`config.mk`:
```
export PLATFORM = sky130hd
export DESIGN_NAME = fir_top
export DESIGN_NICKNAME = d
export VERILOG_FILES = /design/src/common/fir_ctrl_pkg.sv /design/src/common/fir_data_pkg.sv /design/src/fir_top.sv /design/src/datapath/fir_mac.sv /design/src/sequencer/fir_sequencer.sv /design/src/fir_sp_ram.sv
export SDC_FILE = /design/constraint.sdc
export NUM_CORES = 2
export LEC_CHECK = 0
export BUFFER_PORTS_ARGS = -buffer_cell sky130_fd_sc_hd__buf_2
export CAP_MARGIN = 15
export CELL_PAD_IN_SITES_DETAIL_PLACEMENT = 1
export CELL_PAD_IN_SITES_GLOBAL_PLACEMENT = 1
export CORE_MARGIN = 2
export CORE_UTILIZATION = 37
export CTS_BUF_LIST = sky130_fd_sc_hd__clkbuf_8
export CTS_CLUSTER_DIAMETER = 40
export DETAILED_ROUTE_END_ITERATION = 10
export PLACE_DENSITY_LB_ADDON = 0.1
export SLEW_MARGIN = 15
export SYNTH_ARGS = -nofsm -noshare
export SYNTH_HDL_FRONTEND = slang
export SYNTH_SLANG_ARGS = --single-unit
```
`constraint.sdc`:
```
create_clock -name alu_clk -period 10 [get_ports alu_clk]
set_input_delay 1.5 -clock alu_clk [delete_from_list [all_inputs] [get_ports alu_clk]]
set_output_delay 1.5 -clock alu_clk [all_outputs]
set_load 0.02 [all_outputs]
```
`src/common/fir_ctrl_pkg.sv`:
```
/*
 * FIR control definitions
 * Sequencer states, phase lengths and result latency
 */
package fir_ctrl_pkg;

	// Frame states
	typedef enum logic [2:0] {
		CLEAR = 3'd0,   // Zero the history after reset
		IDLE  = 3'd1,   // Ready, coefficient writes allowed
		LATCH = 3'd2,   // Write held sample into history
		ISSUE = 3'd3,   // One tap per cycle
		DRAIN = 3'd4,   // Wait for MAC pipe
		DONE  = 3'd5    // Last cycle before valid
	} seq_state_t;

	localparam int CLEAR_LEN      = 64;                 // One write per history slot
	localparam int MAC_PIPE_DEPTH = 3;                  // Address, RAM data, product
	localparam int DRAIN_LEN      = MAC_PIPE_DEPTH - 1;

	// Accept edge to valid edge
	// 1 latch + 64 issue + 2 drain + 1 done
	localparam int RESULT_LATENCY = 68;

endpackage

```
`src/common/fir_data_pkg.sv`:
```
/*
 * FIR data definitions
 * Sample, coefficient and accumulator types, tap count and output scaling
 */
package fir_data_pkg;

	localparam int NUM_TAPS   = 64;
	localparam int TAP_ADDR_W = $clog2(NUM_TAPS);   // 6 bits, wraps mod 64

	localparam int SAMPLE_W  = 16;
	localparam int COEF_W    = 16;
	localparam int PRODUCT_W = SAMPLE_W + COEF_W;
	localparam int ACC_W     = 40;                  // 8 guard bits over a product

	// Signed fixed point throughout
	typedef logic signed [SAMPLE_W-1:0]  sample_t;
	typedef logic signed [COEF_W-1:0]    coef_t;
	typedef logic signed [PRODUCT_W-1:0] product_t;
	typedef logic signed [ACC_W-1:0]     acc_t;

	// History and coefficient address
	typedef logic [TAP_ADDR_W-1:0] tap_addr_t;

	// Q15 coefficients, so the sum is scaled back by 15
	localparam int OUT_SHIFT = 15;

	// dout clamp limits
	localparam sample_t OUT_MAX = 16'sh7FFF;
	localparam sample_t OUT_MIN = 16'sh8000;

endpackage
```
`src/fir_top.sv`:
```
/*
 * FIR filter top
 * 64-tap direct-form engine around one sequencer, two memories and a MAC
 */
module fir_top
	import fir_data_pkg::*;
(
	input  logic      alu_clk,
	input  logic      clk_fast,    // Async reset, active low
	input  sample_t   din,
	input  logic      valid_in,
	input  coef_t     cin,
	input  tap_addr_t caddr,
	input  logic      cload,
	output logic      ready,
	output sample_t   dout,        // Scaled and clamped
	output acc_t      dout_full,   // Raw accumulator
	output logic      valid
);

	logic      sample_we;
	tap_addr_t sample_addr;
	sample_t   sample_wdata;
	sample_t   sample_rdata;

	logic      coef_we;
	tap_addr_t coef_addr;
	coef_t     coef_rdata;

	logic      tap_valid;
	logic      tap_first;

	fir_sequencer u_sequencer (
		.alu_clk      (alu_clk),
		.clk_fast     (clk_fast),
		.din          (din),
		.valid_in     (valid_in),
		.cload        (cload),
		.caddr        (caddr),
		.ready        (ready),
		.valid        (valid),
		.sample_we    (sample_we),
		.sample_addr  (sample_addr),
		.sample_wdata (sample_wdata),
		.coef_we      (coef_we),
		.coef_addr    (coef_addr),
		.tap_valid    (tap_valid),
		.tap_first    (tap_first)
	);

	// Circular history
	fir_sp_ram #(.word_t(sample_t)) u_sample_ram (
		.alu_clk (alu_clk),
		.we      (sample_we),
		.addr    (sample_addr),
		.wdata   (sample_wdata),
		.rdata   (sample_rdata)
	);

	// Coefficient table, written straight from cin
	fir_sp_ram #(.word_t(coef_t)) u_coef_ram (
		.alu_clk (alu_clk),
		.we      (coef_we),
		.addr    (coef_addr),
		.wdata   (cin),
		.rdata   (coef_rdata)
	);

	fir_mac u_mac (
		.alu_clk   (alu_clk),
		.clk_fast  (clk_fast),
		.sample    (sample_rdata),
		.coef      (coef_rdata),
		.tap_valid (tap_valid),
		.tap_first (tap_first),
		.dout      (dout),
		.dout_full (dout_full)
	);

endmodule

```
`src/datapath/fir_mac.sv`:
```
/*
 * FIR multiply-accumulate
 * Registered product, 40-bit accumulator, Q15 scaling with saturation
 */
module fir_mac
	import fir_data_pkg::*;
	import fir_ctrl_pkg::*;
(
	input  logic    alu_clk,
	input  logic    clk_fast,    // Async reset, active low
	input  sample_t sample,      // History RAM read data
	input  coef_t   coef,        // Coefficient RAM read data
	input  logic    tap_valid,   // Aligned with the issued address
	input  logic    tap_first,
	output sample_t dout,
	output acc_t    dout_full
);

	// Control pipe
	// bit 0 lines up with RAM data, top bit with the product register
	logic [MAC_PIPE_DEPTH-2:0] vld_pipe;
	logic [MAC_PIPE_DEPTH-2:0] first_pipe;

	product_t product_r;
	acc_t     acc;
	acc_t     acc_shr;           // Arithmetic shift of the sum

	always_ff @(posedge alu_clk or negedge clk_fast) begin
		if (!clk_fast) begin
			vld_pipe   <= '0;
			first_pipe <= '0;
		end else begin
			vld_pipe   <= {vld_pipe[MAC_PIPE_DEPTH-3:0], tap_valid};
			first_pipe <= {first_pipe[MAC_PIPE_DEPTH-3:0], tap_first};
		end
	end

	// 16x16 signed, full 32-bit result
	always_ff @(posedge alu_clk) begin
		if (vld_pipe[0]) begin
			product_r <= sample * coef;
		end
	end

	// First tap loads, the rest add
	// Held between frames so dout stays until the next sum starts
	always_ff @(posedge alu_clk or negedge clk_fast) begin
		if (!clk_fast) begin
			acc <= '0;
		end else if (vld_pipe[MAC_PIPE_DEPTH-2]) begin
			if (first_pipe[MAC_PIPE_DEPTH-2]) begin
				acc <= acc_t'(product_r);          // Sign extended
			end else begin
				acc <= acc + acc_t'(product_r);
			end
		end
	end

	assign dout_full = acc;
	assign acc_shr   = acc >>> OUT_SHIFT;   // Floor, not rounded

	// Clamp to 16-bit range
	always_comb begin
		if (acc_shr > acc_t'(OUT_MAX)) begin
			dout = OUT_MAX;
		end else if (acc_shr < acc_t'(OUT_MIN)) begin
			dout = OUT_MIN;
		end else begin
			dout = sample_t'(acc_shr);
		end
	end

	// Every frame is a full unbroken 64-tap burst
	a_tap_burst: assert property (@(posedge alu_clk) disable iff (!clk_fast)
		tap_first |=> (tap_valid && !tap_first) [*(NUM_TAPS - 1)])
		else $error("tap burst broken before 64 taps");

endmodule

```
`src/sequencer/fir_sequencer.sv`:
```
/*
 * FIR frame sequencer
 * Clears history, latches samples, walks 64 taps and flags each result
 */
module fir_sequencer
	import fir_data_pkg::*;
	import fir_ctrl_pkg::*;
(
	input  logic      alu_clk,
	input  logic      clk_fast,       // Async reset, active low
	input  sample_t   din,
	input  logic      valid_in,
	input  logic      cload,
	input  tap_addr_t caddr,
	output logic      ready,
	output logic      valid,          // One-cycle result strobe
	output logic      sample_we,
	output tap_addr_t sample_addr,
	output sample_t   sample_wdata,
	output logic      coef_we,
	output tap_addr_t coef_addr,
	output logic      tap_valid,      // Address pair on the memories is a tap
	output logic      tap_first       // Tap 0 restarts the sum
);

	seq_state_t state;
	seq_state_t state_nxt;
	tap_addr_t  cnt;        // Shared phase counter
	tap_addr_t  wr_ptr;     // Slot of the newest sample
	sample_t    sample_r;   // Held from accept to LATCH
	logic       accept;
	logic       cnt_last;

	assign accept = (state == IDLE) && valid_in;

	// End of the current phase
	always_comb begin
		case (state)
			CLEAR:   cnt_last = (cnt == TAP_ADDR_W'(CLEAR_LEN - 1));
			ISSUE:   cnt_last = (cnt == TAP_ADDR_W'(NUM_TAPS - 1));
			DRAIN:   cnt_last = (cnt == TAP_ADDR_W'(DRAIN_LEN - 1));
			default: cnt_last = 1'b1;                     // Single-cycle phases
		endcase
	end

	always_comb begin
		state_nxt = state;
		case (state)
			CLEAR:   if (cnt_last) state_nxt = IDLE;
			IDLE:    if (accept) state_nxt = LATCH;
			LATCH:   state_nxt = ISSUE;
			ISSUE:   if (cnt_last) state_nxt = DRAIN;
			DRAIN:   if (cnt_last) state_nxt = DONE;
			DONE:    state_nxt = IDLE;
			default: state_nxt = IDLE;
		endcase
	end

	always_ff @(posedge alu_clk or negedge clk_fast) begin
		if (!clk_fast) begin
			state  <= CLEAR;
			cnt    <= '0;
			wr_ptr <= '0;
			valid  <= 1'b0;
		end else begin
			state <= state_nxt;
			valid <= (state == DONE);          // Rises as ready returns
			// Counter restarts on every phase change
			if (state_nxt != state) begin
				cnt <= '0;
			end else begin
				cnt <= cnt + 1'b1;
			end
			if (state == DONE) begin
				wr_ptr <= wr_ptr + 1'b1;       // Next free slot
			end
		end
	end

	always_ff @(posedge alu_clk) begin
		if (accept) begin
			sample_r <= din;
		end
	end

	assign ready = (state == IDLE);

	// History port
	// cnt is zero in LATCH so the same subtract gives wr_ptr there
	assign sample_we    = (state == CLEAR) || (state == LATCH);
	assign sample_wdata = (state == LATCH) ? sample_r : '0;
	assign sample_addr  = (state == CLEAR) ? cnt : tap_addr_t'(wr_ptr - cnt);

	// Host owns the coefficient port only in IDLE
	assign coef_we   = cload && (state == IDLE);
	assign coef_addr = (state == IDLE) ? caddr : cnt;

	assign tap_valid = (state == ISSUE);
	assign tap_first = tap_valid && (cnt == '0);

	// Strobe must drop after one cycle
	a_valid_pulse: assert property (@(posedge alu_clk) disable iff (!clk_fast)
		valid |=> !valid)
		else $error("valid held for more than one cycle");

	// History is never written while taps or their read data are in flight
	a_we_vs_tap: assert property (@(posedge alu_clk) disable iff (!clk_fast)
		sample_we |-> !tap_valid && !$past(tap_valid))
		else $error("sample write during tap issue");

	// Coefficients stay frozen from an accepted sample to its result
	a_coef_idle: assert property (@(posedge alu_clk) disable iff (!clk_fast)
		accept |=> !coef_we [*RESULT_LATENCY])
		else $error("coefficient write during a frame");

	// valid is set at edge E68 and seen at the next sampling edge
	a_latency: assert property (@(posedge alu_clk) disable iff (!clk_fast)
		accept |-> ##(RESULT_LATENCY + 1) valid)
		else $error("result strobe off the fixed latency");

endmodule

```
`src/fir_sp_ram.sv`:
```
/*
 * Single-port 64-word memory
 * Synchronous write, registered read, payload set by word_t
 */
module fir_sp_ram
	import fir_data_pkg::*;
#(
	parameter type word_t = sample_t
) (
	input  logic      alu_clk,
	input  logic      we,
	input  tap_addr_t addr,
	input  word_t     wdata,
	output word_t     rdata    // One edge after addr
);

	word_t mem [NUM_TAPS];     // Contents set by CLEAR or coefficient loads

	// Read returns old data on a write cycle
	always_ff @(posedge alu_clk) begin
		if (we) begin
			mem[addr] <= wdata;
		end
		rdata <= mem[addr];
	end

endmodule

```
# Word-level counts from Yosys, hierarchy flattened
# Memories as Yosys holds them, arrays and structs flattened. A register that Yosys moved wholly into a read port is not among the register bits.
# Index checks and enable logic that the tools add are counted.
# W data, S select, Z words.
[totals]
register_bits = 108
ramBits = 2048
in_bits = 42
output_inout_bits = 58
elab_cells = 50
mem_count = 2
[mem_list]
columns = ["memory", "depth", "word_bits", "read_ports", "rd_clocked_by_memory_dff", "write_ports", "line_no", "rtl"]
rows = [
  ["u_coef_ram.mem", 64, 16, 1, 1, 1, "fir_sp_ram.sv:17", "word_t mem [NUM_TAPS];"],
  ["u_sample_ram.mem", 64, 16, 1, 1, 1, "fir_sp_ram.sv:17", ""],
]
[classes]
n_addsub = 4
multipliers = 1
order_cmp = 2
eq_ne = 8
n_mux = 17
n_reduce_logical = 7
[op_table]
columns = ["cell", "n"]
rows = [
  ["$mux W16", 3],
  ["$add A40 B32 Y40", 1],
  ["$mux W40", 1],
  ["$mul A16 B16 Y32", 1],
  ["$gt A25 B16 Y1 const B", 1],
  ["$lt A25 B16 Y1 const B", 1],
  ["$mux W6", 3],
  ["$pmux W3 S5", 1],
  ["$add A6 B1 Y6 const B", 2],
  ["$mux W3", 4],
  ["$eq A3 B2 Y1 const B", 2],
  ["$eq A3 B3 Y1 const B", 2],
  ["$eq A6 B1 Y1 const B", 1],
  ["$eq A6 B6 Y1 const B", 1],
  ["$logic_not A6 Y1", 1],
  ["$sub A6 B6 Y6", 1],
  ["$mux W1", 4],
  ["$eq A3 B1 Y1 const B", 1],
  ["$logic_and A1 B1 Y1", 3],
  ["$logic_not A3 Y1", 1],
  ["$ne A3 B3 Y1", 1],
  ["$pmux W1 S2", 1],
  ["$reduce_or A2 Y1", 1],
  ["$logic_or A1 B1 Y1", 1],
]

# Logic depth before layout (Yosys ltp)
[depth]
word_depth = 7
mapped_depth = 24

# Modules after synthesis
# From an unflattened synthesis, not the netlist that was laid out.
[unflattened]
cells_unflattened = 6344
area_unflattened_um2 = 95661.7
[modules_own_cells]
columns = ["mod", "n_inst", "cells_each", "area_each_um2", "seq_area_each_um2"]
rows = [
  ["fir_sp_ram", 2, 2264, 39480.4, 31069.8],
  ["fir_mac", 1, 1653, 14981.9, 2062.0],
  ["fir_sequencer", 1, 163, 1719.1, 880.8],
]

# Least setup slack after synthesis
# OpenSTA, ideal clock, no wires.
[synth_timing]
kind = "reg2reg"
startpoint = "register u_sample_ram.rdata[15] (netlist bit) (read register of u_sample_ram.mem)"
endpoint = "register u_mac.product_r[30], data pin"
setup_time_ps = 258
arrival_time_ps = 6040
required_time_ps = 9742
path_slack_ps = 3702
stages_incl_launch_ff = 23
synth_period_minus_slack_ps = 6298
cell_sequence = "dfxtp_1 -> clkbuf_1 -> nand2_1 -> inv_1 -> fa_1 -> fa_1 -> fa_1 -> fa_1 -> fa_1 -> inv_1 -> fa_1 -> inv_1 -> ha_1 -> inv_1 -> nor2_1 -> and3_1 -> a211oi_1 -> nor2_1 -> or4_1 -> a31oi_1 -> o41ai_1 -> a21oi_1 -> xnor2_1"
[synth_between]
elab_chain_cells = 1
[synth_rtl]
columns = ["item", "line_no", "rtl"]
rows = [
  ["start, declared", "fir_sp_ram.sv:14", "output word_t rdata"],
  ["$mul A16 B16 Y32", "fir_mac.sv:41", "product_r <= sample * coef;"],
  ["end signal, assigned", "fir_mac.sv:41", ""],
  ["end, declared", "fir_mac.sv:24", "product_t product_r;"],
]
# No other way between the ends.
# A chain may end at the register's enable or synchronous reset.

# Worst setup path in the final report
[layout_timing]
startpoint = "register u_coef_ram.rdata[1] (netlist bit) (read register of u_coef_ram.mem)"
endpoint = "register u_mac.product_r[30], data pin"
[layout_between]
elab_chain_cells = 1
[layout_rtl]
columns = ["item", "line_no"]
rows = [
  ["start, declared", "fir_sp_ram.sv:14"],
  ["$mul A16 B16 Y32", "fir_mac.sv:41"],
]
# No other way between the ends.

==> impl_metrics.tcl <==
set metrics [dict create \
    finalHoldViolCount 0 \
    synth_seq_cells 2188 \
    antenna_found_initial 17 \
    power_density_nw_per_um2 170 \
    route.met2.wl_mm 156 \
    cts_max_level 5 \
    synth.most_common_cell "edfxtp_1" \
    syn_to_final_growth_pct 14.2 \
    syn_inst 6805 \
    finalCritPeriodShare_pct 70.5 \
    crit_top_cell "fa_1" \
    dp_hpwl_mm 194 \
    clock-skew-final_ps 97.9 \
    cpMaxStageDelayCell "fa_1" \
    synth_area_per_cell_um2 13.9 \
    ys_types 77 \
    clock-root-buffer "clkbuf_8" \
    initial_core_util_pct 37.3 \
    tightest_slew_ps 1210 \
    rsz0062_at_grt "no" \
    synth_top_area_share_pct 66.4 \
    max_stage_delay_ps 910 \
    drive_gt1_share_pct 13.8 \
    fin_ws_ps 2950 \
    path_class "reg -> reg" \
    wl_met3_mm 19.1 \
    synth_ff_type "edfxtp_1" \
    route.vias.total 61200 \
    vdd_drop_max_mv 0.139 \
    avgRoutedWirePerCell_um 29.6 \
    dp_cells 10200 \
    outcome "finished, final reports clean" \
    timing.final.crit_period_ps 7050 \
    r2r_slack_ps 2950 \
    cp-endpoint "u_mac.product_r[30]" \
    crit_start "u_coef_ram.rdata[1]" \
    p_leak_uw 0.0370 \
    place_ws_ps 2820 \
    fmax_ghz 0.142 \
    worstRegToRegCells 21 \
    die_h_um 510 \
    crit_arrival_ps 7770 \
    port_buffers 99 \
    worstPathCellList "nand2_1 -> inv_1 -> fa_1 -> fa_1 -> fa_1 -> fa_1 -> fa_1 -> inv_1 -> fa_1 -> inv_1 -> ha_1 -> inv_1 -> nor2_1 -> and3_1 -> a211oi_1 -> nor2_1 -> or4_1 -> a31oi_1 -> o41ai_1 -> a21oi_1 -> xnor2_1" \
    drc 0 \
    synthTopCellsByArea "edfxtp_1, fa_1, nand2_1, a21oi_1, a22oi_1" \
    clk_latency_ps 1030 \
    dieArea_um2 260000 \
    cts_made_buffers 412 \
    yosysTopAreaCell "edfxtp_1" \
    worstPathRequired_ps 10720 \
    cp_max_fo 16 \
    final_nets 7639 \
    hold_class "in -> async" \
    finalSetupTns_ps 0 \
    yosys-top-cells-count "edfxtp_1, nand2_1, a21oi_1, inv_1, nor2_1" \
    coreArea_um2 254000 \
    grt_pass1_wl_mm 464 \
    vias_per_cell 5.62 \
    cts_tree "built" \
    start_kind "flip-flop" \
    synth-edff-count 2096 \
    fin_cells 10900 \
    ctsHoldBuffers 0 \
    whs_ps 322 \
    overflow 0 \
    r2r-start "u_coef_ram.rdata[1]" \
    totalWireLength_mm 323 \
    r2r-end "u_mac.product_r[30]" \
    cts-resized-gates 0 \
    setup_viol 0 \
    ys_warn_count 0 \
    grt_pass1_vias 63800 \
    dieWidth_um 510 \
    grt_usage_pct 24.6 \
    drt-initial-drc-count 5395 \
    slew_viol_final 0 \
    cts_sinks 2188 \
    syn-cell-area_um2 94800 \
    relSlewSlack_pct 17.4 \
    synth_fp_nets 7240 \
    cts_buffer_depth 4 \
    wl_met1_mm 137 \
    fp-row-count 185 \
    gp_congestion 0.856 \
    clkTransAtPathRegs_ps 60 \
    post_cts_buffers 0 \
    drv_cap 0 \
    multi_input_area_um2 27400 \
    ant_nets 0 \
    seq_area_frac_synth_pct 68.7 \
    grt_max_degree 101 \
    regArea_um2 65100 \
    maxUsedRoutingLayer "met5" \
    cp-end-kind "flip-flop" \
    first_pass_iters 5 \
    fill_cells 25800 \
    synth-async-reset-ratio_pct 2.74 \
    ioPinCount 100 \
]
-- layout make-up --
cell class | instances | area share [%]
inverters | 315 | 1.09
clock inverters | 287 | 1.68
flip-flops and latches | 2188 | 60.1
well taps | 3366 | 3.89
diodes | 12 | 0.0277
clock buffers | 426 | 5.42
repair buffers | 369 | 2.42
multi-input cells | 3918 | 25.3
-- stage by stage --
stage | utilization, % | cell area (um^2) | total power, uW
global route | 42.5 | 108000 | 19000
floorplan | - | 94800 | 10200
global placement | 39.5 | 100000 | 10300
finish | 42.5 | 108000 | 18400
detailed placement | 39.5 | 100000 | 10300
CTS | 42.5 | 108000 | 18600
-- power by group --
| group | switching (uW) | total (uW) | internal, uW |
|---|---|---|---|
| sequential | 0 | 9970 | 9970 |
| combinational | 93.5 | 104 | 10.3 |
| clock | 3890 | 8340 | 4460 |
-- critical path, delay by kind of cell (launching register included) --
family | cells | cell delay, ps
AO/OA/AOI/OAI | 4 | 980
XOR/XNOR | 1 | 90
adder cells (fa/ha/maj) | 7 | 3710
buffers and inverters | 4 | 380
flip-flops | 1 | 720
AND/OR/NAND/NOR | 5 | 950
-- layer usage --
metal | vias up | global-route usage (%)
met3 | 519 | 3.90
met5 | - | 0
met1 | 32300 | 32.8
li1 | 26300 | -
met2 | 2014 | 41.1
met4 | 4 | 7.83
-- kinds of logic after synthesis --
family | synth area share (%)
adder cells (fa/ha/maj) | 7.28
AO/OA/AOI/OAI | 10.6
AND/OR/NAND/NOR | 8.74
XOR/XNOR | 0.785
flip-flops | 68.7
multiplexers | 0.969
buffers and inverters | 2.91
-- worst min path at each step --
stage | start | slack [ps] | end | depth (start not counted)
after detailed placement | u_mac.first_pipe[0] | 340 | u_mac.first_pipe[1] | 0
after global placement | u_mac.first_pipe[0] | 340 | u_mac.first_pipe[1] | 0
after floorplan | u_mac.first_pipe[0] | 330 | u_mac.first_pipe[1] | 0
after CTS | clk_fast | 230 | u_mac.dout_full[5] | 1
after global routing | clk_fast | 270 | u_mac.dout_full[5] | 1
final | clk_fast | 320 | u_mac.dout_full[5] | 1
-- flip-flops by register name, indices dropped and copies added, names as in the netlist --
signal and cells:
u_mac.dout_full 40, u_sequencer.valid 1, u_coef_ram.rdata 16, u_sequencer.state 3
u_mac.first_pipe 2, u_sample_ram.mem 1024, u_mac.vld_pipe 2, u_sequencer.sample_r 16
u_sample_ram.rdata 16, u_sequencer.wr_ptr 6, u_mac.product_r 32, u_coef_ram.mem 1024
u_sequencer.cnt 6
-- placed cells by master, fill, tap and decap left out, drive strengths merged, types with 13 or more instances in the layout --
| cell | count |
|---|---|
| o21bai | 13 |
| mux2 | 14 |
| a311oi | 61 |
| xnor2 | 65 |
| or4 | 20 |
| a21o | 51 |
| o21a | 14 |
| inv | 454 |
| nand3 | 166 |
| nor2 | 280 |
| dfxtp | 32 |
| clkbuf | 426 |
| a31oi | 64 |
| nand4 | 33 |
| and3 | 94 |
| mux4 | 21 |
| buf | 369 |
| o22ai | 82 |
| edfxtp | 2096 |
| nand2 | 1088 |
| a22oi | 238 |
| mux2i | 28 |
| a22o | 64 |
| o21ai | 58 |
| bufinv | 20 |
| ha | 129 |
| a21oi | 466 |
| nor3 | 37 |
| a211oi | 110 |
| a221oi | 151 |
| xor2 | 20 |
| clkinv | 117 |
| dfrtp | 60 |
| and2 | 134 |
| a41oi | 16 |
| fa | 264 |
No activity file was read; power rests on OpenSTA's default activity.
